<file path="src/kw_geom_pkg.sv">
package kw_geom_pkg;

    // Filters per group, one weight per lane
    localparam int LANES      = 4;
    localparam int LANE_W     = $clog2(LANES);
    localparam int WEIGHT_W   = 32;
    localparam int WORD_W     = LANES * WEIGHT_W;

    // 3x3 kernel
    localparam int ELEMENTS   = 9;
    localparam int ELEM_W     = $clog2(ELEMENTS);

    localparam int MEM_DEPTH  = 512;
    localparam int MEM_ADDR_W = 9;

    localparam int CHAN_W     = 8;
    localparam int GROUP_W    = 8;

    localparam int FIFO_DEPTH = 8;
    localparam int FIFO_PTR_W = $clog2(FIFO_DEPTH);
    localparam int FIFO_CNT_W = 4;

endpackage
</file>
<file path="src/kw_stream_fifo.sv">
`timescale 1ns/10ps

module kw_stream_fifo
    import kw_geom_pkg::*;
(
    input  logic                    i_clock,
    input  logic                    i_reset,
    input  logic                    i_push,
    input  logic [WORD_W-1:0]       i_data,
    input  logic                    i_group_end,
    input  logic                    i_last,
    output logic [FIFO_CNT_W-1:0]   o_count,
    output logic                    o_valid,
    output logic [WORD_W-1:0]       o_data,
    output logic                    o_group_end,
    output logic                    o_last,
    input  logic                    i_ready,
    output logic                    o_pop_last
);

    // Data word with the two tag bits on top
    logic [WORD_W+1:0]      buffer [FIFO_DEPTH];
    logic [FIFO_PTR_W-1:0]  wr_ptr;
    logic [FIFO_PTR_W-1:0]  rd_ptr;
    logic                   pop;

    assign o_valid    = (o_count != '0);
    assign pop        = o_valid && i_ready;
    assign {o_last, o_group_end, o_data} = buffer[rd_ptr];
    assign o_pop_last = pop && o_last;

    always_ff @(posedge i_clock) begin
        if (!i_reset) begin
            wr_ptr  <= '0;
            rd_ptr  <= '0;
            o_count <= '0;
        end else begin
            if (i_push) begin
                wr_ptr <= wr_ptr + 1'b1;
            end
            if (pop) begin
                rd_ptr <= rd_ptr + 1'b1;
            end
            o_count <= o_count + FIFO_CNT_W'(i_push) - FIFO_CNT_W'(pop);
        end
    end

    always_ff @(posedge i_clock) begin
        if (i_push) begin
            buffer[wr_ptr] <= {i_last, i_group_end, i_data};
        end
    end

endmodule

</file>
<file path="config.mk">
export PLATFORM = sky130hd
export DESIGN_NAME = kw_stream_fifo
export DESIGN_NICKNAME = d
export VERILOG_FILES = /design/src/kw_geom_pkg.sv /design/src/kw_stream_fifo.sv
export SDC_FILE = /design/constraint.sdc
export NUM_CORES = 1
export LEC_CHECK = 0
export BUFFER_PORTS_ARGS = -buffer_cell sky130_fd_sc_hd__buf_2
export CAP_MARGIN = 5
export CORE_ASPECT_RATIO = 0.8
export CORE_MARGIN = 2
export CORE_UTILIZATION = 61
export DETAILED_ROUTE_END_ITERATION = 7
export GPL_ROUTABILITY_DRIVEN = 1
export PLACE_DENSITY = 0.89
export SETUP_SLACK_MARGIN = 0.02
export SLEW_MARGIN = 20
export SYNTH_ARGS = -nofsm -noshare
export SYNTH_HDL_FRONTEND = slang
export SYNTH_SLANG_ARGS = --single-unit
</file>
<file path="constraint.sdc">
create_clock -name i_clock -period 22.3 [get_ports i_clock]
set_input_delay 3.345 -clock i_clock [delete_from_list [all_inputs] [get_ports i_clock]]
set_output_delay 3.345 -clock i_clock [all_outputs]
set_load 0.05 [all_outputs]
</file>
==> impl_metrics.json, run 1 <==
{
  "hpwl_um": 41780,
  "p_total_mw": 4.763,
  "initial_core_util_pct": 61.68,
  "grt_pass1_wl_um": 119800,
  "core.rowCount": 83,
  "rsz0062_at_grt": "false",
  "timing.final.ws_setup_ps": 14340,
  "p_leak_nw": 14.29,
  "h-tree-depth": 3,
  "ir_worst_vdd_uv": 96.38,
  "crit_family": "simple AND/OR/NAND/NOR gates",
  "fmax_mhz": 125.6,
  "hold_viol": 0,
  "clkLatencyLatePin_ps": 660,
  "clock_path_buffers": 3,
  "crit_path_max_incr_delay_ps": 590,
  "worst-path-buf-inv": 2,
  "fillers": 3576,
  "tns_ps": 0,
  "grt_max_degree": 133,
  "syn_area_per_cell_um2": 24.96,
  "gp_congestion": 0.7247,
  "die_y_um": 231.9,
  "viasPerCell": 6.274,
  "synth_top_family_by_area": "multiplexers",
  "p_per_area_mw_per_mm2": 105.9,
  "area_growth_pct": 13.66,
  "netlist_area_mm2": 0.03959,
  "drive_gt1_share_pct": 41.49,
  "drt_pass1_iterations": 5,
  "finalSetupViolCount": 0,
  "yosysWarnings": 0,
  "cts-root-buf": "clkbuf_16",
  "yosys.area_share.adder_pct": 0.2402,
  "drv_slew": 0,
  "die_area_mm2": 0.06696,
  "synth_fp_nets": 1727,
  "seq_area_frac_synth_pct": 79.55,
  "wl_per_cell_um": 28.74,
  "grt_usage_pct": 24.64,
  "die_w_um": 288.8,
  "grt_remaining_overflow": 0,
  "via_count": 17790,
  "dpl.cell_count": 2656,
  "path_class": "in -> out",
  "clkSinkCount": 1053,
  "worstPathArrival_ps": 4620,
  "cts_tree": "built",
  "final_cells": 2836,
  "synth_cell_types": 31,
  "min_path_type": "reg -> reg",
  "cp_max_fo": 6,
  "ys_seq_elements": 1053,
  "max_cap_violations": 0,
  "path_cells": "buf_2, nand2_1, nor4_1, buf_2",
  "ioPinCount": 270,
  "yosys.area_share.xor_xnor_pct": 0.06637,
  "relSlewSlack_pct": 26.00,
  "cts_made_buffers": 94,
  "cts_resized": 0,
  "skew_ps": 21.63,
  "clkTransAtPathRegs_ps": 60,
  "fin_crit_sh_pct": 35.70,
  "tightest_slew_ps": 1110,
  "synth_compound_area_share_pct": 0.1580,
  "fin_util_pct": 70.11,
  "synth-simple-area-share_pct": 0.4457,
  "status": "completed",
  "start_kind": "input port",
  "nNetsFinal": 2043,
  "crit_path_end_kind": "primary output",
  "place_area_mm2": 0.04191,
  "drt_iter0_markers": 1679,
  "drc": 0,
  "fin_crit_ps": 7962,
  "crit_slowest_cell": "nor4_1",
  "design_area_mm2": 0.04500,
  "portBuffers": 269,
  "cts_hold_buffers": 0,
  "cp_common_cell": "buf_2",
  "crit_required_ps": 18950,
  "grt_pass1_vias": 19000,
  "coreArea_mm2": 0.06418,
  "cts_setup_buffers": 0,
  "grt_antenna_before_repair": 15,
  "finalWirelength_um": 81500,
  "ant_nets": 0,
  "holdWs_ps": 489.6,
  "syn_inst": 1586,
  "dpl_worst_slack_ps": 14360,
  "synthMuxAreaShare_pct": 18.53
}
-- placed cells by master, fill, tap and decap left out, types with 5 or more instances in the layout --
cell / synthesis / routed
a21oi_1: 5 / 5
buf_2: 26 / 269
buf_4: 0 / 21
bufinv_16: 0 / 10
clkbuf_1: 30 / 21
clkbuf_16: 0 / 96
clkinv_1: 1 / 25
clkinv_2: 0 / 12
dfxtp_1: 13 / 10
diode_2: 0 / 7
edfxtp_1: 1040 / 1040
ha_1: 6 / 6
inv_1: 8 / 8
mux2_2: 131 / 131
mux2i_1: 5 / 5
mux4_2: 258 / 258
nand2_1: 6 / 6
nand2b_1: 7 / 7
nor2_1: 11 / 5
nor2_4: 0 / 6
-- area by class of cell --
class / count / area, µm² / share of cell area (%)
diodes: 7 / 17.52 / 0.03893
clock inverters: 56 / 583.1 / 1.296
clock buffers: 117 / 2481 / 5.514
repair buffers: 293 / 1564 / 3.476
flip-flops and latches: 1053 / 31500 / 70.01
well taps: 850 / 1064 / 2.364
multi-input cells: 451 / 7751 / 17.23
inverters: 9 / 33.78 / 0.07508
-- worst reg2reg max path: cells and delay by family, from the launching register on --
family / cells / cell delay [ps]
and+or+nand+nor: 2 / 1000
DFF: 1 / 460
buffers and inverters: 1 / 900
-- synth_stat cells --
| master | n | area (µm²) |
|---|---|---|
| clkinv_1 | 1 | 3.750 |
| nor3b_1 | 1 | 7.510 |
| a21oi_1 | 5 | 25.02 |
| or3_1 | 1 | 6.260 |
| and2_1 | 1 | 6.260 |
| nand2_1 | 6 | 22.52 |
| mux2_2 | 131 | 1475 |
| buf_2 | 26 | 130.1 |
| inv_1 | 8 | 30.03 |
| ha_1 | 6 | 75.07 |
| and3_1 | 1 | 6.260 |
| nor2_1 | 11 | 41.29 |
| nand3_1 | 3 | 15.01 |
| nor2b_1 | 1 | 6.260 |
| edfxtp_1 | 1040 | 31230 |
| nand2b_1 | 7 | 43.79 |
| nor3_1 | 3 | 15.01 |
| buf_1 | 9 | 33.78 |
| a2111oi_0 | 1 | 8.760 |
| clkbuf_1 | 30 | 112.6 |
| fa_1 | 1 | 20.02 |
| xnor2_1 | 1 | 8.760 |
| mux2i_1 | 5 | 50.05 |
| buf_6 | 8 | 90.09 |
| o21ai_0 | 3 | 15.01 |
| xor2_1 | 2 | 17.52 |
| dfxtp_1 | 13 | 260.3 |
| a21o_1 | 1 | 7.510 |
| nor4_1 | 1 | 6.260 |
| mux4_2 | 258 | 5811 |
| o22ai_1 | 1 | 6.260 |
-- power breakdown --
| part | internal, mW | switching [mW] | total (mW) | leakage, nW |
|---|---|---|---|---|
| Clock | 0.910 | 0.696 | 1.61 | 1.48 |
| Sequential | 2.23 | 0.0332 | 2.26 | 9.56 |
| Combinational | 0.333 | 0.560 | 0.893 | 3.25 |
| Total | 3.47 | 1.29 | 4.76 | 14.3 |
-- per-layer routing --
| metal | part of all wire (%) | track usage (%) | vias up |
|---|---|---|---|
| met5 | 0.14 | 0 | - |
| met4 | 2.2 | 6.637 | 18 |
| met3 | 8.6 | 6.179 | 150 |
| met2 | 52 | 41.81 | 792 |
| met1 | 37 | 32.25 | 9401 |
| li1 | - | - | 7433 |
-- final timing paths --
check | startpoint | end | slack, ps | cells past startpoint
hold reg to reg | rd_ptr[2] | flop | 490 | 2
hold / removal | rd_ptr[2] | flop | 490 | 2
setup / recovery | i_ready | o_pop_last | 14340 | 4
setup reg to reg | wr_ptr[1] | buffer[6][57] | 19460 | 3
-- flip-flops by register name, summed over array words and instances, names as in the netlist, named ones only --
register,cells
wr_ptr,3
buffer,1040
rd_ptr,3
o_count,4
-- cell families (layout without fill, tap and decap cells) --
family | Yosys count | after routing
AND/OR/NAND/NOR | 36 | 36
buffers and inverters | 82 | 475
AO/OA/AOI/OAI | 11 | 11
other | 0 | 7
adder cells (fa/ha/maj) | 7 | 7
multiplexers | 394 | 394
XOR/XNOR | 3 | 3
flip-flops | 1053 | 1053
No activity file was read; power rests on OpenSTA's default activity.
==> run 2, diff against run 1 <==
--- a/config.mk
+++ b/config.mk
@@ -9,10 +9,10 @@
 export CAP_MARGIN = 5
 export CORE_ASPECT_RATIO = 0.8
 export CORE_MARGIN = 2
-export CORE_UTILIZATION = 61
+export CORE_UTILIZATION = 54
 export DETAILED_ROUTE_END_ITERATION = 7
 export GPL_ROUTABILITY_DRIVEN = 1
-export PLACE_DENSITY = 0.89
+export PLACE_DENSITY = 0.84
 export SETUP_SLACK_MARGIN = 0.02
 export SLEW_MARGIN = 20
 export SYNTH_ARGS = -nofsm -noshare
==> constraint.sdc (replaced) <==
create_clock -name i_clock -period 7.3 [get_ports i_clock]
set_input_delay 1.095 -clock i_clock [delete_from_list [all_inputs] [get_ports i_clock]]
set_output_delay 1.095 -clock i_clock [all_outputs]
set_load 0.05 [all_outputs]
==> run 2 against run 1 <==
Via count down 1.5%; flip-flop and latch count stayed put; clock power grew to 3.0 times the previous value; final area is 0.38% higher; sequential power grew to 3.0 times the previous value; register-to-register slack worse by 15000 ps; routed wire length fell by 2.7%; combinational power increased to 3.1 times the previous value; highest routed layer unchanged; clock skew down 6.9 ps; largest power group unchanged; global-route usage fell by 3.2 points; critical endpoint is now o_data[45]; clock-buffer cell count grew 4.
==> impl_metrics.json, run 2 (synthesis results as in run 1) <==
{
  "h-tree-depth": 3,
  "cp_max_fo": 74,
  "wl_per_cell_um": 26.94,
  "top_usage_layer": "met2",
  "clkSinkCount": 1053,
  "tns_ps": 0,
  "rr_worst_depth": 4,
  "largest-register": "buffer",
  "finalWirelength_um": 79280,
  "status": "completed",
  "cts_tree": "built",
  "die_area_mm2": 0.07550,
  "drv_slew": 0,
  "start_kind": "flop",
  "via_count": 17530,
  "hold_viol": 0,
  "largest_register_ff_count": 1040,
  "top_regs": "buffer: 1040 flops, o_count: 4 flops",
  "grt_antenna_before_repair": 16,
  "path_class": "reg -> out",
  "ant_nets": 0,
  "endpoint": "o_data[45]",
  "crit_slowest_cell": "buf_4",
  "ir_worst_vdd_uv": 319.0,
  "dpl_worst_slack_ps": 3683,
  "clock_path_buffers": 3,
  "final_cell_mix": "1040 x edfxtp_1, 269 x buf_2, 258 x mux4_2, 131 x mux2_2, 101 x clkbuf_16",
  "gp_congestion": 0.7104,
  "relSlewSlack_pct": 19.59,
  "die_y_um": 246.2,
  "design_area_mm2": 0.04517,
  "crit_family": "buffers and inverters",
  "rsz0062_at_grt": "false",
  "cts-root-buf": "clkbuf_16",
  "drive_gt1_share_pct": 41.69,
  "crit_required_ps": 6200,
  "cts_made_buffers": 97,
  "finalSetupViolCount": 0,
  "tightest_slew_ps": 1206,
  "drc": 0,
  "worstPathArrival_ps": 3240,
  "r2r_start": "wr_ptr[0]",
  "grt_pass1_wl_um": 119000,
  "timing.final.ws_setup_ps": 2970,
  "cts_setup_buffers": 0,
  "grt_pass1_vias": 19020,
  "ioPinCount": 270,
  "min_path_type": "reg -> reg",
  "p_per_area_mw_per_mm2": 320.4,
  "drt_iter0_markers": 1650,
  "fin_util_pct": 62.44,
  "clkTransAtPathRegs_ps": 60,
  "nNetsFinal": 2048,
  "hpwl_um": 40640,
  "hold_depth": 2,
  "cts_resized": 0,
  "coreArea_mm2": 0.07234,
  "worst-path-buf-inv": 2,
  "place_area_mm2": 0.04211,
  "path_cells": "buf_4, mux4_2, mux2_2, buf_2",
  "skew_ps": 14.71,
  "p_leak_nw": 14.31,
  "crit_path_max_incr_delay_ps": 890,
  "r2r_setup_slack_ps": 4680,
  "clkLatencyLatePin_ps": 640,
  "mostFrequentLayoutCell": "edfxtp_1",
  "viasPerCell": 5.957,
  "die_w_um": 306.7,
  "drt_pass1_iterations": 5,
  "fin_crit_ps": 4330,
  "worstReg2RegEnd": "buffer[3][80]",
  "grt_remaining_overflow": 0,
  "cp_num_cells": 4,
  "grt_usage_pct": 21.41,
  "core.rowCount": 88,
  "max_cap_violations": 0,
  "met1_usage_pct": 27.32,
  "area_growth_pct": 14.10,
  "gr-usage-met2_pct": 36.36,
  "crit_path_end_kind": "primary output",
  "portBuffers": 269,
  "cts_hold_buffers": 0,
  "initial_core_util_pct": 54.72,
  "grt_max_degree": 161,
  "dpl.cell_count": 2753,
  "fmax_mhz": 230.9,
  "fin_crit_sh_pct": 59.32,
  "final_cells": 2943,
  "grt_util_met3_pct": 5.970
}
-- run 2: changes by cell type in the layout (fill, tap and decap cells not counted), moves of 2 or more --
cell,before,now
buf_12,3,7
buf_4,21,19
bufinv_16,10,6
clkbuf_16,96,101
clkinv_2,12,20
clkinv_8,2,0
clkinvlp_4,4,2
diode_2,7,12
inv_6,1,3
nor3_2,2,0
nor3_4,0,2
-- run 2: where the power goes --
| group | internal (mW) | switching (mW) |
|---|---|---|
| Sequential | 6.82 | 0.0644 |
| Combinational | 1.03 | 1.73 |
| Clock | 2.73 | 2.10 |
| Total | 10.6 | 3.90 |
-- run 2: worst min path at each step --
stage | startpoint | endpoint
finish | rd_ptr[2] | flop
global route | rd_ptr[2] | flop
CTS | rd_ptr[2] | flop
detailed placement | rd_ptr[2] | flop
global placement | rd_ptr[2] | flop
floorplan | rd_ptr[2] | flop
-- run 2: worst register-to-register path, stage by stage, from the launching register on --
cell     delay [ps]
dfxtp_1         550
nand2_1         230
nor2_4          160
buf_4           390
buf_4           860
-- run 2: metrics by stage --
step	hold slack [ps]	power, mW
4_1_cts	485.9	14.62
6_report	483.8	14.47
3_3_place_gp	462.5	9.710
2_1_floorplan	455.5	9.165
5_1_grt	527.1	14.97
3_5_place_dp	475.4	9.775
-- run 2: final cells by class --
| type | instances | area, µm² |
|---|---|---|
| tap | 945 | 1182 |
| inverter | 9 | 33.78 |
| fill | 4654 | 27170 |
| multi-input combinational | 451 | 7764 |
| clock buffer | 121 | 2603 |
| sequential | 1053 | 31500 |
| timing repair buffer | 295 | 1629 |
| clock inverter | 57 | 424.2 |
| antenna | 12 | 30.03 |
-- run 2: layer usage --
| metal | wire [µm] | up-vias |
|---|---|---|
| li1 | - | 7468 |
| met5 | 121 | - |
| met4 | 1901 | 18 |
| met2 | 40610 | 571 |
| met3 | 6417 | 140 |
| met1 | 30240 | 9333 |
