--- config.mk ---
export PLATFORM = sky130hd
export DESIGN_NAME = kw_fetch_sequencer
export DESIGN_NICKNAME = d
export VERILOG_FILES = /design/src/kw_geom_pkg.sv /design/src/kw_fetch_sequencer.sv
export SDC_FILE = /design/constraint.sdc
export NUM_CORES = 1
export LEC_CHECK = 0
export BUFFER_PORTS_ARGS = -buffer_cell sky130_fd_sc_hd__buf_4
export CORE_AREA = 2 2 119 121
export CTS_BUF_LIST = sky130_fd_sc_hd__clkbuf_8
export CTS_CLUSTER_SIZE = 24
export DETAILED_ROUTE_END_ITERATION = 8
export DIE_AREA = 0 0 121 123
export HOLD_SLACK_MARGIN = 0.15
export PLACE_DENSITY = 0.71
export SYNTH_ARGS = -nofsm -noshare
export SYNTH_HDL_FRONTEND = slang
export SYNTH_SLANG_ARGS = --single-unit
export TNS_END_PERCENT = 100
--- constraint.sdc ---
create_clock -name i_clock -period 7.45 [get_ports i_clock]
set_clock_uncertainty 0.05 [all_clocks]
set_input_delay 1.49 -clock i_clock [delete_from_list [all_inputs] [get_ports i_clock]]
set_output_delay 1.49 -clock i_clock [all_outputs]
set_load 0.005 [all_outputs]
--- src/kw_geom_pkg.sv ---
package kw_geom_pkg;

    // Filters per group, one weight per lane
    localparam int LANES      = 4;
    localparam int LANE_W     = $clog2(LANES);
    localparam int WEIGHT_W   = 32;
    localparam int WORD_W     = LANES * WEIGHT_W;

    // 3x3 kernel
    localparam int ELEMENTS   = 9;
    localparam int ELEM_W     = $clog2(ELEMENTS);

    localparam int MEM_DEPTH  = 512;
    localparam int MEM_ADDR_W = 9;

    localparam int CHAN_W     = 8;
    localparam int GROUP_W    = 8;

    localparam int FIFO_DEPTH = 8;
    localparam int FIFO_PTR_W = $clog2(FIFO_DEPTH);
    localparam int FIFO_CNT_W = 4;

endpackage
--- src/kw_fetch_sequencer.sv ---
`timescale 1ns/10ps

module kw_fetch_sequencer
    import kw_geom_pkg::*;
(
    input  logic                    i_clock,
    input  logic                    i_reset,
    input  logic                    i_start,
    input  logic [CHAN_W-1:0]       i_channels,
    input  logic [GROUP_W-1:0]      i_start_group,
    input  logic [GROUP_W-1:0]      i_end_group,
    output logic                    o_busy,
    output logic                    o_done,
    output logic                    o_fetch_req,
    output logic [MEM_ADDR_W-1:0]   o_fetch_addr,
    input  logic                    i_fetch_gnt,
    input  logic                    i_fetch_rvalid,
    input  logic [WORD_W-1:0]       i_fetch_rdata,
    output logic                    o_push,
    output logic [WORD_W-1:0]       o_push_data,
    output logic                    o_push_group_end,
    output logic                    o_push_last,
    input  logic [FIFO_CNT_W-1:0]   i_fifo_count,
    input  logic                    i_fifo_pop_last
);

    typedef enum logic [1:0] {S_IDLE, S_SETUP, S_RUN, S_DRAIN} state_t;

    state_t                 state;
    logic [CHAN_W-1:0]      channels_q;
    logic [GROUP_W-1:0]     end_group_q;
    logic [GROUP_W-1:0]     group;
    logic [CHAN_W-1:0]      chan;
    logic [ELEM_W-1:0]      elem;
    logic [1:0]             inflight;
    logic [FIFO_CNT_W:0]    credit_used;
    logic                   group_end;
    logic                   job_last;
    logic                   tag_group_end;
    logic                   tag_last;

    assign group_end   = (elem == ELEM_W'(ELEMENTS - 1)) && (chan == channels_q - 1'b1);
    assign job_last    = group_end && (group == end_group_q);

    // Words in the FIFO plus reads not yet returned
    assign credit_used = (FIFO_CNT_W + 1)'(i_fifo_count) + (FIFO_CNT_W + 1)'(inflight);
    assign o_fetch_req = (state == S_RUN) && (credit_used < FIFO_DEPTH);
    assign o_busy      = (state != S_IDLE);

    assign o_push           = i_fetch_rvalid;
    assign o_push_data      = i_fetch_rdata;
    assign o_push_group_end = tag_group_end;
    assign o_push_last      = tag_last;

    always_ff @(posedge i_clock) begin
        if (!i_reset) begin
            state    <= S_IDLE;
            o_done   <= 1'b0;
            inflight <= '0;
        end else begin
            inflight <= inflight + 2'(i_fetch_gnt) - 2'(i_fetch_rvalid);
            case (state)
                S_IDLE: begin
                    if (i_start) begin
                        state  <= S_SETUP;
                        o_done <= 1'b0;
                    end
                end
                S_SETUP: state <= S_RUN;
                S_RUN: begin
                    if (i_fetch_gnt && job_last) begin
                        state <= S_DRAIN;
                    end
                end
                S_DRAIN: begin
                    if (i_fifo_pop_last) begin
                        state  <= S_IDLE;
                        o_done <= 1'b1;
                    end
                end
                default: state <= S_IDLE;
            endcase
        end
    end

    always_ff @(posedge i_clock) begin
        if (state == S_IDLE && i_start) begin
            channels_q  <= i_channels;
            end_group_q <= i_end_group;
            group       <= i_start_group;
        end
        // First word of the start group, computed once
        if (state == S_SETUP) begin
            o_fetch_addr <= MEM_ADDR_W'(group * channels_q * ELEMENTS);
            chan         <= '0;
            elem         <= '0;
        end
        if (i_fetch_gnt) begin
            // Tags ride alongside the one-cycle read
            tag_group_end <= group_end;
            tag_last      <= job_last;
            o_fetch_addr  <= o_fetch_addr + 1'b1;
            if (elem == ELEM_W'(ELEMENTS - 1)) begin
                elem <= '0;
                if (chan == channels_q - 1'b1) begin
                    chan  <= '0;
                    group <= group + 1'b1;
                end else begin
                    chan <= chan + 1'b1;
                end
            end else begin
                elem <= elem + 1'b1;
            end
        end
    end

endmodule

==> results of run 1 <==
==> layout by cell type (no fill, tap or decap), types with 2 or more instances in the layout <==
master and n:
sky130_fd_sc_hd__dfxtp_1 21, sky130_fd_sc_hd__nor3b_1 2, sky130_fd_sc_hd__buf_4 49, sky130_fd_sc_hd__edfxtp_1 31
sky130_fd_sc_hd__and2_1 18, sky130_fd_sc_hd__nor2_1 22, sky130_fd_sc_hd__nand2b_1 5, sky130_fd_sc_hd__o22ai_1 3
sky130_fd_sc_hd__o21bai_1 2, sky130_fd_sc_hd__and3_1 10, sky130_fd_sc_hd__a32o_1 2, sky130_fd_sc_hd__clkbuf_8 5
sky130_fd_sc_hd__nand3_1 17, sky130_fd_sc_hd__nand3b_1 3, sky130_fd_sc_hd__xor2_1 11, sky130_fd_sc_hd__inv_1 48
sky130_fd_sc_hd__nand2_1 43, sky130_fd_sc_hd__a21oi_1 16, sky130_fd_sc_hd__a21o_1 7, sky130_fd_sc_hd__xnor3_1 2
sky130_fd_sc_hd__nand4_1 2, sky130_fd_sc_hd__fa_1 19, sky130_fd_sc_hd__nor3_1 8, sky130_fd_sc_hd__or2_2 2
sky130_fd_sc_hd__inv_6 2, sky130_fd_sc_hd__or3_1 3, sky130_fd_sc_hd__mux2_2 3, sky130_fd_sc_hd__a221oi_2 3
sky130_fd_sc_hd__a41oi_1 2, sky130_fd_sc_hd__mux2i_1 6, sky130_fd_sc_hd__o21ai_0 11, sky130_fd_sc_hd__a211oi_1 2
sky130_fd_sc_hd__o221a_2 3, sky130_fd_sc_hd__xnor2_1 34, sky130_fd_sc_hd__ha_1 39
==> critical path, cell delays in order, from the launching register on <==
cell,delay [ps]
sky130_fd_sc_hd__dfxtp_1,590
sky130_fd_sc_hd__and2_1,200
sky130_fd_sc_hd__ha_1,130
sky130_fd_sc_hd__inv_1,50
sky130_fd_sc_hd__fa_1,520
sky130_fd_sc_hd__inv_1,40
sky130_fd_sc_hd__ha_1,290
sky130_fd_sc_hd__fa_1,560
sky130_fd_sc_hd__inv_1,60
sky130_fd_sc_hd__fa_1,520
sky130_fd_sc_hd__inv_1,70
sky130_fd_sc_hd__ha_1,300
sky130_fd_sc_hd__ha_1,220
sky130_fd_sc_hd__fa_1,400
sky130_fd_sc_hd__a21o_1,200
sky130_fd_sc_hd__a21oi_1,170
sky130_fd_sc_hd__xnor2_1,160
sky130_fd_sc_hd__xnor3_1,340
sky130_fd_sc_hd__o21ai_0,140
==> power groups by stage <==
stage / Clock, W / Sequential, W / Combinational (W)
after floorplan: 0 / 0.000552 / 0.00295
after global placement: 0 / 0.000616 / 0.00333
after detailed placement: 0 / 0.000622 / 0.00350
after CTS: 0.000191 / 0.000615 / 0.00352
after global routing: 0.000204 / 0.000637 / 0.00392
final: 0.000186 / 0.000615 / 0.00348
==> routing by layer <==
layer,vias up,share of wire (%),global-route usage (%)
li1,1545,-,-
met1,1515,37,17.5
met3,21,17,12.4
met4,0,1.3,3.20
met2,187,45,26.5
met5,-,0,1.39
==> kinds of logic after synthesis <==
kind of cell / Yosys count / share of synthesized area, %
AOI/OAI and AO/OA: 61 / 8.61
buffers and inverters: 193 / 24.0
muxes: 9 / 1.83
DFF: 52 / 26.4
and+or+nand+nor: 139 / 13.7
xor gates and xnor gates: 47 / 8.57
adders and majority gates: 58 / 16.9
==> area by class of cell <==
cell class / instances / area [um2]
fill: 1387 / 8840
multi-input combinational: 314 / 2550
sequential: 52 / 1350
timing repair buffer: 49 / 368
tap: 180 / 225
inverter: 48 / 180
clock buffer: 5 / 68.8
clock inverter: 3 / 28.8
==> per-stage QoR <==
step	setup slack (ps)	cell area (um2)
4_1_cts	2240	4770
2_1_floorplan	2490	5130
5_1_grt	1970	4770
3_5_place_dp	2280	4670
6_report	2290	4770
3_3_place_gp	2400	4670
==> final timing paths <==
path,from,endpoint
setup / recovery,group[0]$_DFF_P_,o_fetch_addr[8]$_DFFE_PP_
hold / removal,chan[6]$_DFF_P_,chan[6]$_DFF_P_
setup reg to reg,group[0]$_DFF_P_,o_fetch_addr[8]$_DFFE_PP_
hold reg to reg,chan[6]$_DFF_P_,chan[6]$_DFF_P_
==> registers in the layout, summed over array words and instances, names as in the netlist, 2 cells and up <==
| signal | flops |
|---|---|
| end_group_q | 8 |
| inflight | 2 |
| group | 8 |
| elem | 4 |
| chan | 8 |
| state | 2 |
| channels_q | 8 |
| o_fetch_addr | 9 |
==> results.md, run 1 <==
Global routing:
- The total overflow reported by the global router is 0.
- Global routing used 16.5% of the available tracks across all layers.
- The initial antenna violation count came to 0.
- The maximum number of pins on one net before global-route repair is 22.
- The first-pass GRT wire length is 18,700 um.
- The via count of the first global-routing pass is 3,280.

STA:
- The worst hold slack across all endpoints is 493 ps.
- The slew of the pin with the lowest slew margin is 732 ps.
- The post-route clock period utilization is 69.2%.
- Setup repair after global routing left no endpoint under its margin.
- The final number of hold-violating endpoints came to 0.
- The count of final setup violators is 0.
- The post-route setup TNS is 0 ps.
- The number of pins with negative max-slew slack in the final report came to 0.
- Headroom to the max-slew limit came out at 51.1%.
- Derived from the worst setup path, the maximum achievable clock frequency is 194 MHz.
- The clock period minus final worst setup slack is 5160 ps.

Logic synthesis:
- The async set-reset flop share out of synthesis is 0%.
- Among all flip-flop cells after synthesis, the most frequent one is sky130_fd_sc_hd__edfxtp_1.
- In this run, distinct cell masters in the synthesized netlist total 50.
- The share of synthesized area in the top cell type comes to 19.0%.
- The post-synthesis instance total is 559.
- The synthesized area per cell is 9.17 um2.
- Among all cell types in the netlist, the one instantiated most often is sky130_fd_sc_hd__buf_4.
- In the post-synthesis netlist, the biggest area contributors are sky130_fd_sc_hd__buf_4 (19%), sky130_fd_sc_hd__edfxtp_1 (18%), sky130_fd_sc_hd__ha_1 (9.5%).
- The mapped netlist covers 5130 um2.
- The cell type contributing the most total cell area after synthesis is sky130_fd_sc_hd__buf_4.
- The total number of yosys warnings is 0.
- The sequential element share of the synthesized area is 26.4%.
- In this run, synthesis produced a sequential element count of 52.
- By count the netlist is led by sky130_fd_sc_hd__buf_4 (130), sky130_fd_sc_hd__inv_1 (48), sky130_fd_sc_hd__nand2_1 (43), sky130_fd_sc_hd__ha_1 (39), sky130_fd_sc_hd__xnor2_1 (34).
- The number of synthesized flops with an enable pin is 31.
- The post-synth net total is 779.

Pwr:
- Of the total power, the share spent switching nets is 43.7%.
- The share of total power in sequential cells is 14.4%.
- The design internal power is 0.00241 W.
- The leakage power summed over all cells is 2.08 nW.
- The portion of total power attributed to combinational logic is 81.3%.
- The clock network fraction of design power is 4.3%.
- The power per cell area is 897 nW/um2.
- The worst-case IR drop observed on VDD is 0.878 mV.
- The total power of the final layout is 0.00428 W.
- The reported net switching power is 0.00187 W.

Floorplanning:
- The starting utilization of the core area is 37.7%.
- The core box area is 13,600 um2.
- The height of the die is 123 um.
- The die footprint is 14,900 um2.
- The row count is 43.
- The die span in x is 121 um.
- The number of placed I/O pins is 305.

Worst setup path:
- The type of the worst setup path is flop to flop.
- The startpoint type of the worst setup path is a flop.
- The critical path required time is 7570 ps.
- The kind of end point of the critical path is a flop.
- The number of cells on the worst reg-to-reg path is 18.
- The internal reg-to-reg setup slack is 2290 ps.
- The arrival time of the worst setup path is 5280 ps.
- In this run the worst path has a maximum fanout of 14.

Clocking:
- The tree is rooted in a sky130_fd_sc_hd__clkbuf_8.
- Clock-pin slew was measured on the worst setup and hold paths at 110 ps.
- Counting along the longest clock path gives a buffer depth of 2.
- The clock tree synthesis step divided the H-tree into 2 levels.
- In this run, post-CTS hold repair placed 0 buffers.
- Buffers added to address setup during post-CTS repair amount to 0.
- The TritonCTS clock tree is built.
- At the later pin of the worst-skew pair, clock insertion delay measures 320 ps.
- The total clock buffers created by CTS is 5.
- The post-cts sizing count is 0.
- CTS saw 52 sinks.

Detailed routing:
- In the routed layout, each cell is associated on average with a via count of 5.02.
- In the final routed layout, each cell accounts on average for 19.2 um.
- The final wirelength is 12,500 um.
- The remaining number of nets flagged by the antenna check after routing is 0.
- The number of design-rule violations left by the first detailed-router iteration is 185.
- The first-pass iteration count of the detailed router is 4.
- The vias after detailed routing is 3,268.
- For this run, design rule violations remaining after detail routing come to 0.

Run:
- Max-cap violations in this run came to 0.

Run status:
- The run finished with clean final reports.

Finish:
- The fraction of layout cells with a size suffix above 1 is 15.7%.
- The final layout contains 690 nets.
- 0 antenna diodes ended up in the layout.
- For this run, the number of standard cells in the final layout without fillers is 651.
- The layout-stage area growth over the synthesis result is -6.98%.
- Cells fill 35.0% of the core in the end.

Placed design:
- After detailed placement, the design holds a cell count of 643.
- The count of buffers from port buffering is 48.
- The detailed placement HPWL is 10,500 um.
- The congestion estimate from routability-driven global placement came to 0.849.

Worst hold path:
- The number of cells on the worst hold path is 2.
- The type of the worst min-delay path is flop to flop.
(Power assumes the default switching activity.)
==> run 2, diff against run 1 <==
- PLACE_DENSITY: 0.71 -> 0.74
- clock period: 7.45 -> 4.6 ns (I/O delays scaled with it)
==> results.md, run 2 (synthesis results as in run 1) <==
Run status:
- Run status: complete, but fails checks (was finished clean).
- The checks that failed: negative setup slack.

Run:
- The number of max-capacitance violations reported came to 0 (unchanged).

Finish:
- The layout-stage area growth over the synthesis result is -0.634% (was -6.98%).
- The final core utilization is 37.4% (was 35.0%).
- The register with the highest flop count is o_fetch_addr (unchanged).
- The flip-flop count of the largest register after layout is 9 (unchanged).
- The number of antenna cells inserted is 0 (unchanged).
- The leading cell type in the layout, fill and taps excluded is sky130_fd_sc_hd__buf_4 (unchanged).
- The fraction of layout cells with a size suffix above 1 came to 25.1% (was 15.7%).
- The final non-filler cell area was 5090 um2 (was 4770 um2).
- The net total in the final layout is 714 (was 690).
- The count of filler cells inserted in the layout is 1,330 (was 1,387).
- Highest-count cells in the layout ignoring fill and taps: sky130_fd_sc_hd__buf_4 (73), sky130_fd_sc_hd__inv_1 (47), sky130_fd_sc_hd__nand2_1 (42) (was sky130_fd_sc_hd__buf_4 (49), sky130_fd_sc_hd__inv_1 (48), sky130_fd_sc_hd__nand2_1 (43)).

Worst setup path:
- The critical path required time is 4640 ps (was 7570 ps).
- The type of the worst setup path is flop to flop (unchanged).
- The peak fanout along the critical path was 7 (was 14).
- The cell with the largest stage delay on the worst path is sky130_fd_sc_hd__fa_1 (was sky130_fd_sc_hd__dfxtp_1).
- Critical-path cell list: and2_4 > fa_1 > inv_1 > fa_1 > fa_1 > fa_1 > inv_1 > ha_4 > a21oi_4 > xnor2_2 > ha_2 > xor2_1 > xnor2_1 > xnor3_1 > xnor3_1 > o21ai_1 (was and2_1 > ha_1 > inv_1 > fa_1 > inv_1 > ha_1 > fa_1 > inv_1 > fa_1 > inv_1 > ha_1 > ha_1 > fa_1 > a21o_1 > a21oi_1 > xnor2_1 > xnor3_1 > o21ai_0).
- The most prevalent standard cell on the critical path is sky130_fd_sc_hd__fa_1.
- The internal reg-to-reg setup slack is -80 ps (was 2290 ps).
- The startpoint type of the worst setup path is a flop (unchanged).
- The largest incremental delay on the critical path is 540 ps (was 590 ps).
- The arrival time of the worst setup path is 4730 ps (was 5280 ps).
- The kind of end point of the critical path is a flop (unchanged).

Detailed routing:
- The remaining number of nets flagged by the antenna check after routing is 0 (unchanged).
- The number of design-rule violations left by the first detailed-router iteration is 176 (was 185).
- The first-pass iteration count of the detailed router is 6 (was 4).
- The post-route DRC violation count is 0 (unchanged).
- The final wirelength is 9570 um (was 12,500 um).
- The average detailed-routed wire length per instance is 14.2 um (was 19.2 um).
- The via density per instance came to 4.89 (was 5.02).
- The vias after detailed routing came to 3,301 (was 3,268).

Clocking:
- The count of H-tree levels built during CTS is 2 (unchanged).
- The buffer levels on the longest clock path is 2 (unchanged).
- The number of clock sinks is 52 (unchanged).
- The CTS root buffer was sky130_fd_sc_hd__clkbuf_8 (unchanged).
- The clock edge transition at the registers on the reported setup and hold paths is 110 ps (about the same).
- The total clock buffers created by CTS was 5 (unchanged).
- The TritonCTS clock tree is built (unchanged).
- The clock latency reported for the late side of the worst-skew pair is 330 ps (was 320 ps).
- The hold buffer count at cts is 0 (unchanged).

Floorplanning:
- The starting utilization of the core area is 37.7% (unchanged).
- The die span in x came to 121 um (unchanged).
- The die footprint is 14,900 um2 (unchanged).
- The number of placed I/O pins is 305 (unchanged).
- The row count was 43 (unchanged).
- The height of the die was 123 um (unchanged).
- The core box area came to 13,600 um2 (unchanged).

Global routing:
- The global-route usage over all layers is 13.2% (was 16.5%).
- The total overflow reported by the global router was 0 (unchanged).
- The maximum number of pins on one net before global-route repair is 22 (unchanged).
- The first-pass GRT wire length is 15,800 um (was 18,700 um).
- The initial antenna violation count is 0 (unchanged).
- The via count of the first global-routing pass came to 3,437 (was 3,280).

STA:
- The post-route setup TNS is -83.5 ps (was 0 ps).
- The number of pins with negative max-slew slack in the final report is 0 (unchanged).
- The worst hold slack across all endpoints is 479 ps (was 493 ps).
- The count of final setup violators is 1 (was 0).
- The worst relative slew slack is 50.4% (was 51.1%).
- The clock period minus final worst setup slack came to 4680 ps (was 5160 ps).
- The final setup slack of the worst path is -83.5 ps (was 2290 ps).
- The slew of the pin with the lowest slew margin is 744 ps (was 732 ps).
- Setup repair after global routing missed its margin: yes (was no).
- The post-route clock period utilization is 102% (was 69.2%).
- The fmax is 214 MHz (was 194 MHz).
- The final number of hold-violating endpoints is 0 (unchanged).

Placed design:
- The cell area after placement came to 4870 um2 (was 4670 um2).
- The count of buffers from port buffering came to 48 (unchanged).
- The routability congestion estimate from global placement is 0.905 (was 0.849).
- The detailed placement HPWL came to 7530 um (was 10,500 um).

Worst hold path:
- The type of the worst min-delay path is flop to flop (unchanged).
run 2: layout make-up:
| class | instances | area, um2 | area share, % |
|---|---|---|---|
| clock buffers | 5 | 68.8 | 1.35 |
| clock inverters | 3 | 28.8 | 0.565 |
| inverters | 48 | 180 | 3.54 |
| multi-input cells | 314 | 2690 | 52.8 |
| flip-flops and latches | 52 | 1360 | 26.6 |
| well taps | 180 | 225 | 4.42 |
| repair buffers | 73 | 548 | 10.8 |
run 2: final timing paths:
check | start | to | cells after the start
max | channels_q[3]$_DFFE_PP_ | o_fetch_addr[8]$_DFFE_PP_ | 16
min | chan[7]$_DFF_P_ | chan[7]$_DFF_P_ | 2
max reg2reg | channels_q[3]$_DFFE_PP_ | o_fetch_addr[8]$_DFFE_PP_ | 16
min reg2reg | chan[7]$_DFF_P_ | chan[7]$_DFF_P_ | 2
run 2: stage by stage:
step                std cells  setup slack (ps)
floorplan                 559              8.76
global placement          665             -66.6
detailed placement        665              -166
CTS                       674             -60.8
global route              675              -283
finish                    675             -83.5
run 2: critical path: cells and delay by family, from the launching register on:
| family | cells | cell delay, ps |
|---|---|---|
| fa+ha+maj | 6 | 2320 |
| compound gates | 2 | 210 |
| simple gates | 1 | 190 |
| buf+inv | 2 | 140 |
| xor+xnor | 5 | 1040 |
| flops | 1 | 500 |
run 2: per-layer routing:
metal  wire length, um  GRT usage [%]  up-vias
met3               670           3.83       35
met5                 0              0        -
met4               201           4.65        0
met1              4220           16.3     1550
met2              4480           21.9      122
li1                  -              -     1594
run 2: timing repair:
action / in CTS / in global routing
pin swaps: 16 / 4
resized for setup: 12 / 7
endpoints found under the setup margin: 2 / 2
buffers inserted: 1 / 1
Power of run 2 is not shown: default switching activity piles up to over one toggle a cycle in this logic, so the estimate is an artifact.
==> run 3, diff against run 2 <==
- PLACE_DENSITY: 0.74 -> not set
- PLACE_DENSITY_LB_ADDON: not set -> 0.1
==> results.md, run 3 (synthesis results as in run 1) <==
Run status:
- Violations in the final reports: negative setup slack (unchanged).
- Run status: complete, but fails checks (unchanged).

Clocking:
- The total clock buffers created by CTS was 5 (unchanged).
- The CTS root buffer is sky130_fd_sc_hd__clkbuf_8 (unchanged).
- The buffer levels on the longest clock path was 2 (unchanged).
- The count of H-tree levels built during CTS came to 2 (unchanged).
- The clock edge transition at the registers on the reported setup and hold paths came to 110 ps (about the same).
- The TritonCTS clock tree is built (unchanged).
- The clock latency reported for the late side of the worst-skew pair is 340 ps (was 330 ps).
- The number of clock sinks is 52 (unchanged).

Placed design:
- The routability congestion estimate from global placement is 0.783 (was 0.905).
- The worst slack at placement came to -137 ps (was -166 ps).
- The count of buffers from port buffering is 48 (unchanged).
- The detailed placement HPWL came to 9290 um (was 7530 um).
- The cell area after placement is 4900 um2 (was 4870 um2).

STA:
- The slew of the pin with the lowest slew margin is 803 ps (was 744 ps).
- The final number of hold-violating endpoints is 0 (unchanged).
- Setup repair after global routing missed its margin: yes (unchanged).
- The worst hold slack across all endpoints is 490 ps (was 479 ps).
- The post-route clock period utilization was 101% (was 102%).
- The final setup slack of the worst path is -54.5 ps (was -83.5 ps).
- The count of final setup violators was 1 (unchanged).
- The worst relative slew slack was 46.4% (was 50.4%).
- The clock period minus final worst setup slack is 4650 ps (was 4680 ps).
- The number of pins with negative max-slew slack in the final report is 0 (unchanged).
- The fmax was 215 MHz (was 214 MHz).

Floorplanning:
- The die span in x is 121 um (unchanged).
- The row count is 43 (unchanged).
- The number of placed I/O pins is 305 (unchanged).
- The die footprint came to 14,900 um2 (unchanged).
- The height of the die is 123 um (unchanged).
- The core box area is 13,600 um2 (unchanged).
- The starting utilization of the core area came to 37.7% (unchanged).

Finish:
- The register with the highest flop count is o_fetch_addr (unchanged).
- The net total in the final layout is 720 (was 714).
- Highest-count cells in the layout ignoring fill and taps: sky130_fd_sc_hd__buf_4 (79), sky130_fd_sc_hd__inv_1 (48), sky130_fd_sc_hd__nand2_1 (43) (was sky130_fd_sc_hd__buf_4 (73), sky130_fd_sc_hd__inv_1 (47), sky130_fd_sc_hd__nand2_1 (42)).
- The final non-filler cell area is 5110 um2 (was 5090 um2).
- The leading cell type in the layout, fill and taps excluded is sky130_fd_sc_hd__buf_4 (unchanged).
- The final core utilization is 37.5% (was 37.4%).
- The fraction of layout cells with a size suffix above 1 came to 25.0% (was 25.1%).
- The layout-stage area growth over the synthesis result is -0.342% (was -0.634%).
- The number of antenna cells inserted is 0 (unchanged).
- The flip-flop count of the largest register after layout is 9 (unchanged).

Global routing:
- The via count of the first global-routing pass is 3,435 (was 3,437).
- The global-route usage over all layers is 16.1% (was 13.2%).
- The initial antenna violation count is 0 (unchanged).
- The total overflow reported by the global router is 0 (unchanged).
- The maximum number of pins on one net before global-route repair is 22 (unchanged).
- The first-pass GRT wire length is 18,100 um (was 15,800 um).

Worst setup path:
- The critical path required time is 4750 ps (was 4640 ps).
- The type of the worst setup path is flop to flop (unchanged).
- The peak fanout along the critical path is 6 (was 7).
- The kind of end point of the critical path is a flop (unchanged).
- The arrival time of the worst setup path was 4810 ps (was 4730 ps).
- The startpoint type of the worst setup path is a flop (unchanged).

Detailed routing:
- The number of design-rule violations left by the first detailed-router iteration came to 101 (was 176).
- The final wirelength is 11,600 um (was 9570 um).
- The via density per instance was 4.91 (was 4.89).
- The vias after detailed routing is 3,345 (was 3,301).
- The average detailed-routed wire length per instance is 17.1 um (was 14.2 um).
- The post-route DRC violation count is 0 (unchanged).
- The first-pass iteration count of the detailed router came to 4 (was 6).
- The remaining number of nets flagged by the antenna check after routing is 0 (unchanged).

Run:
- The number of max-capacitance violations reported is 0 (unchanged).

Worst hold path:
- The type of the worst min-delay path is flop to flop (unchanged).
## run 3: path summary, 6_finish.rpt
| path | start | end | slack [ps] | depth (start not counted) |
|---|---|---|---|---|
| hold / removal | chan[6]$_DFF_P_ | chan[6]$_DFF_P_ | 490 | 2 |
| setup reg to reg | channels_q[3]$_DFFE_PP_ | o_fetch_addr[8]$_DFFE_PP_ | -50 | 18 |
| setup / recovery | channels_q[3]$_DFFE_PP_ | o_fetch_addr[8]$_DFFE_PP_ | -50 | 18 |
| hold reg to reg | chan[6]$_DFF_P_ | chan[6]$_DFF_P_ | 490 | 2 |
## run 3: critical path, stage by stage, from the launching register on
cell and delay (ps):
sky130_fd_sc_hd__edfxtp_1 460, sky130_fd_sc_hd__buf_4 150, sky130_fd_sc_hd__nand2_1 70, sky130_fd_sc_hd__fa_2 530, sky130_fd_sc_hd__inv_1 40, sky130_fd_sc_hd__ha_1 270
sky130_fd_sc_hd__inv_1 50, sky130_fd_sc_hd__fa_1 500, sky130_fd_sc_hd__fa_1 540, sky130_fd_sc_hd__inv_1 60, sky130_fd_sc_hd__ha_4 260, sky130_fd_sc_hd__xnor2_1 130
sky130_fd_sc_hd__ha_1 300, sky130_fd_sc_hd__ha_1 310, sky130_fd_sc_hd__a21o_1 170, sky130_fd_sc_hd__a21oi_2 140, sky130_fd_sc_hd__xnor2_1 140, sky130_fd_sc_hd__xnor3_1 230
sky130_fd_sc_hd__o21ai_1 110
## run 3: cell type report
type                    instances  area, um2
multi-input cells             314       2660
repair buffers                 79        593
inverters                      48        180
fillers                      1394       8500
clock inverters                 2       13.8
well taps                     180        225
flip-flops and latches         52       1360
clock buffers                   6       82.6
## run 3: metrics by stage
step / instances / TNS, ps
after floorplan: 559 / 0
after global placement: 670 / -98.5
after detailed placement: 670 / -139
after CTS: 680 / -70.8
after global routing: 681 / -353
final: 681 / -54.5
## run 3: layer usage
layer / vias to the layer above / GRT usage [%] / wire length [um]
met1: 1529 / 18.2 / 4690
met4: 0 / 6.98 / 430
met2: 164 / 25.5 / 5310
li1: 1601 / - / -
met5: - / 0 / 0
met3: 51 / 8.44 / 1200
## run 3: timing repair
action                                  4_1_cts  5_1_grt
pin swaps                                     8        7
hold buffers                                  0        0
resized for setup                             5       10
endpoints found under the setup margin        2        3
setup buffers                                 2        1
Power of run 3 is left out for the same reason.
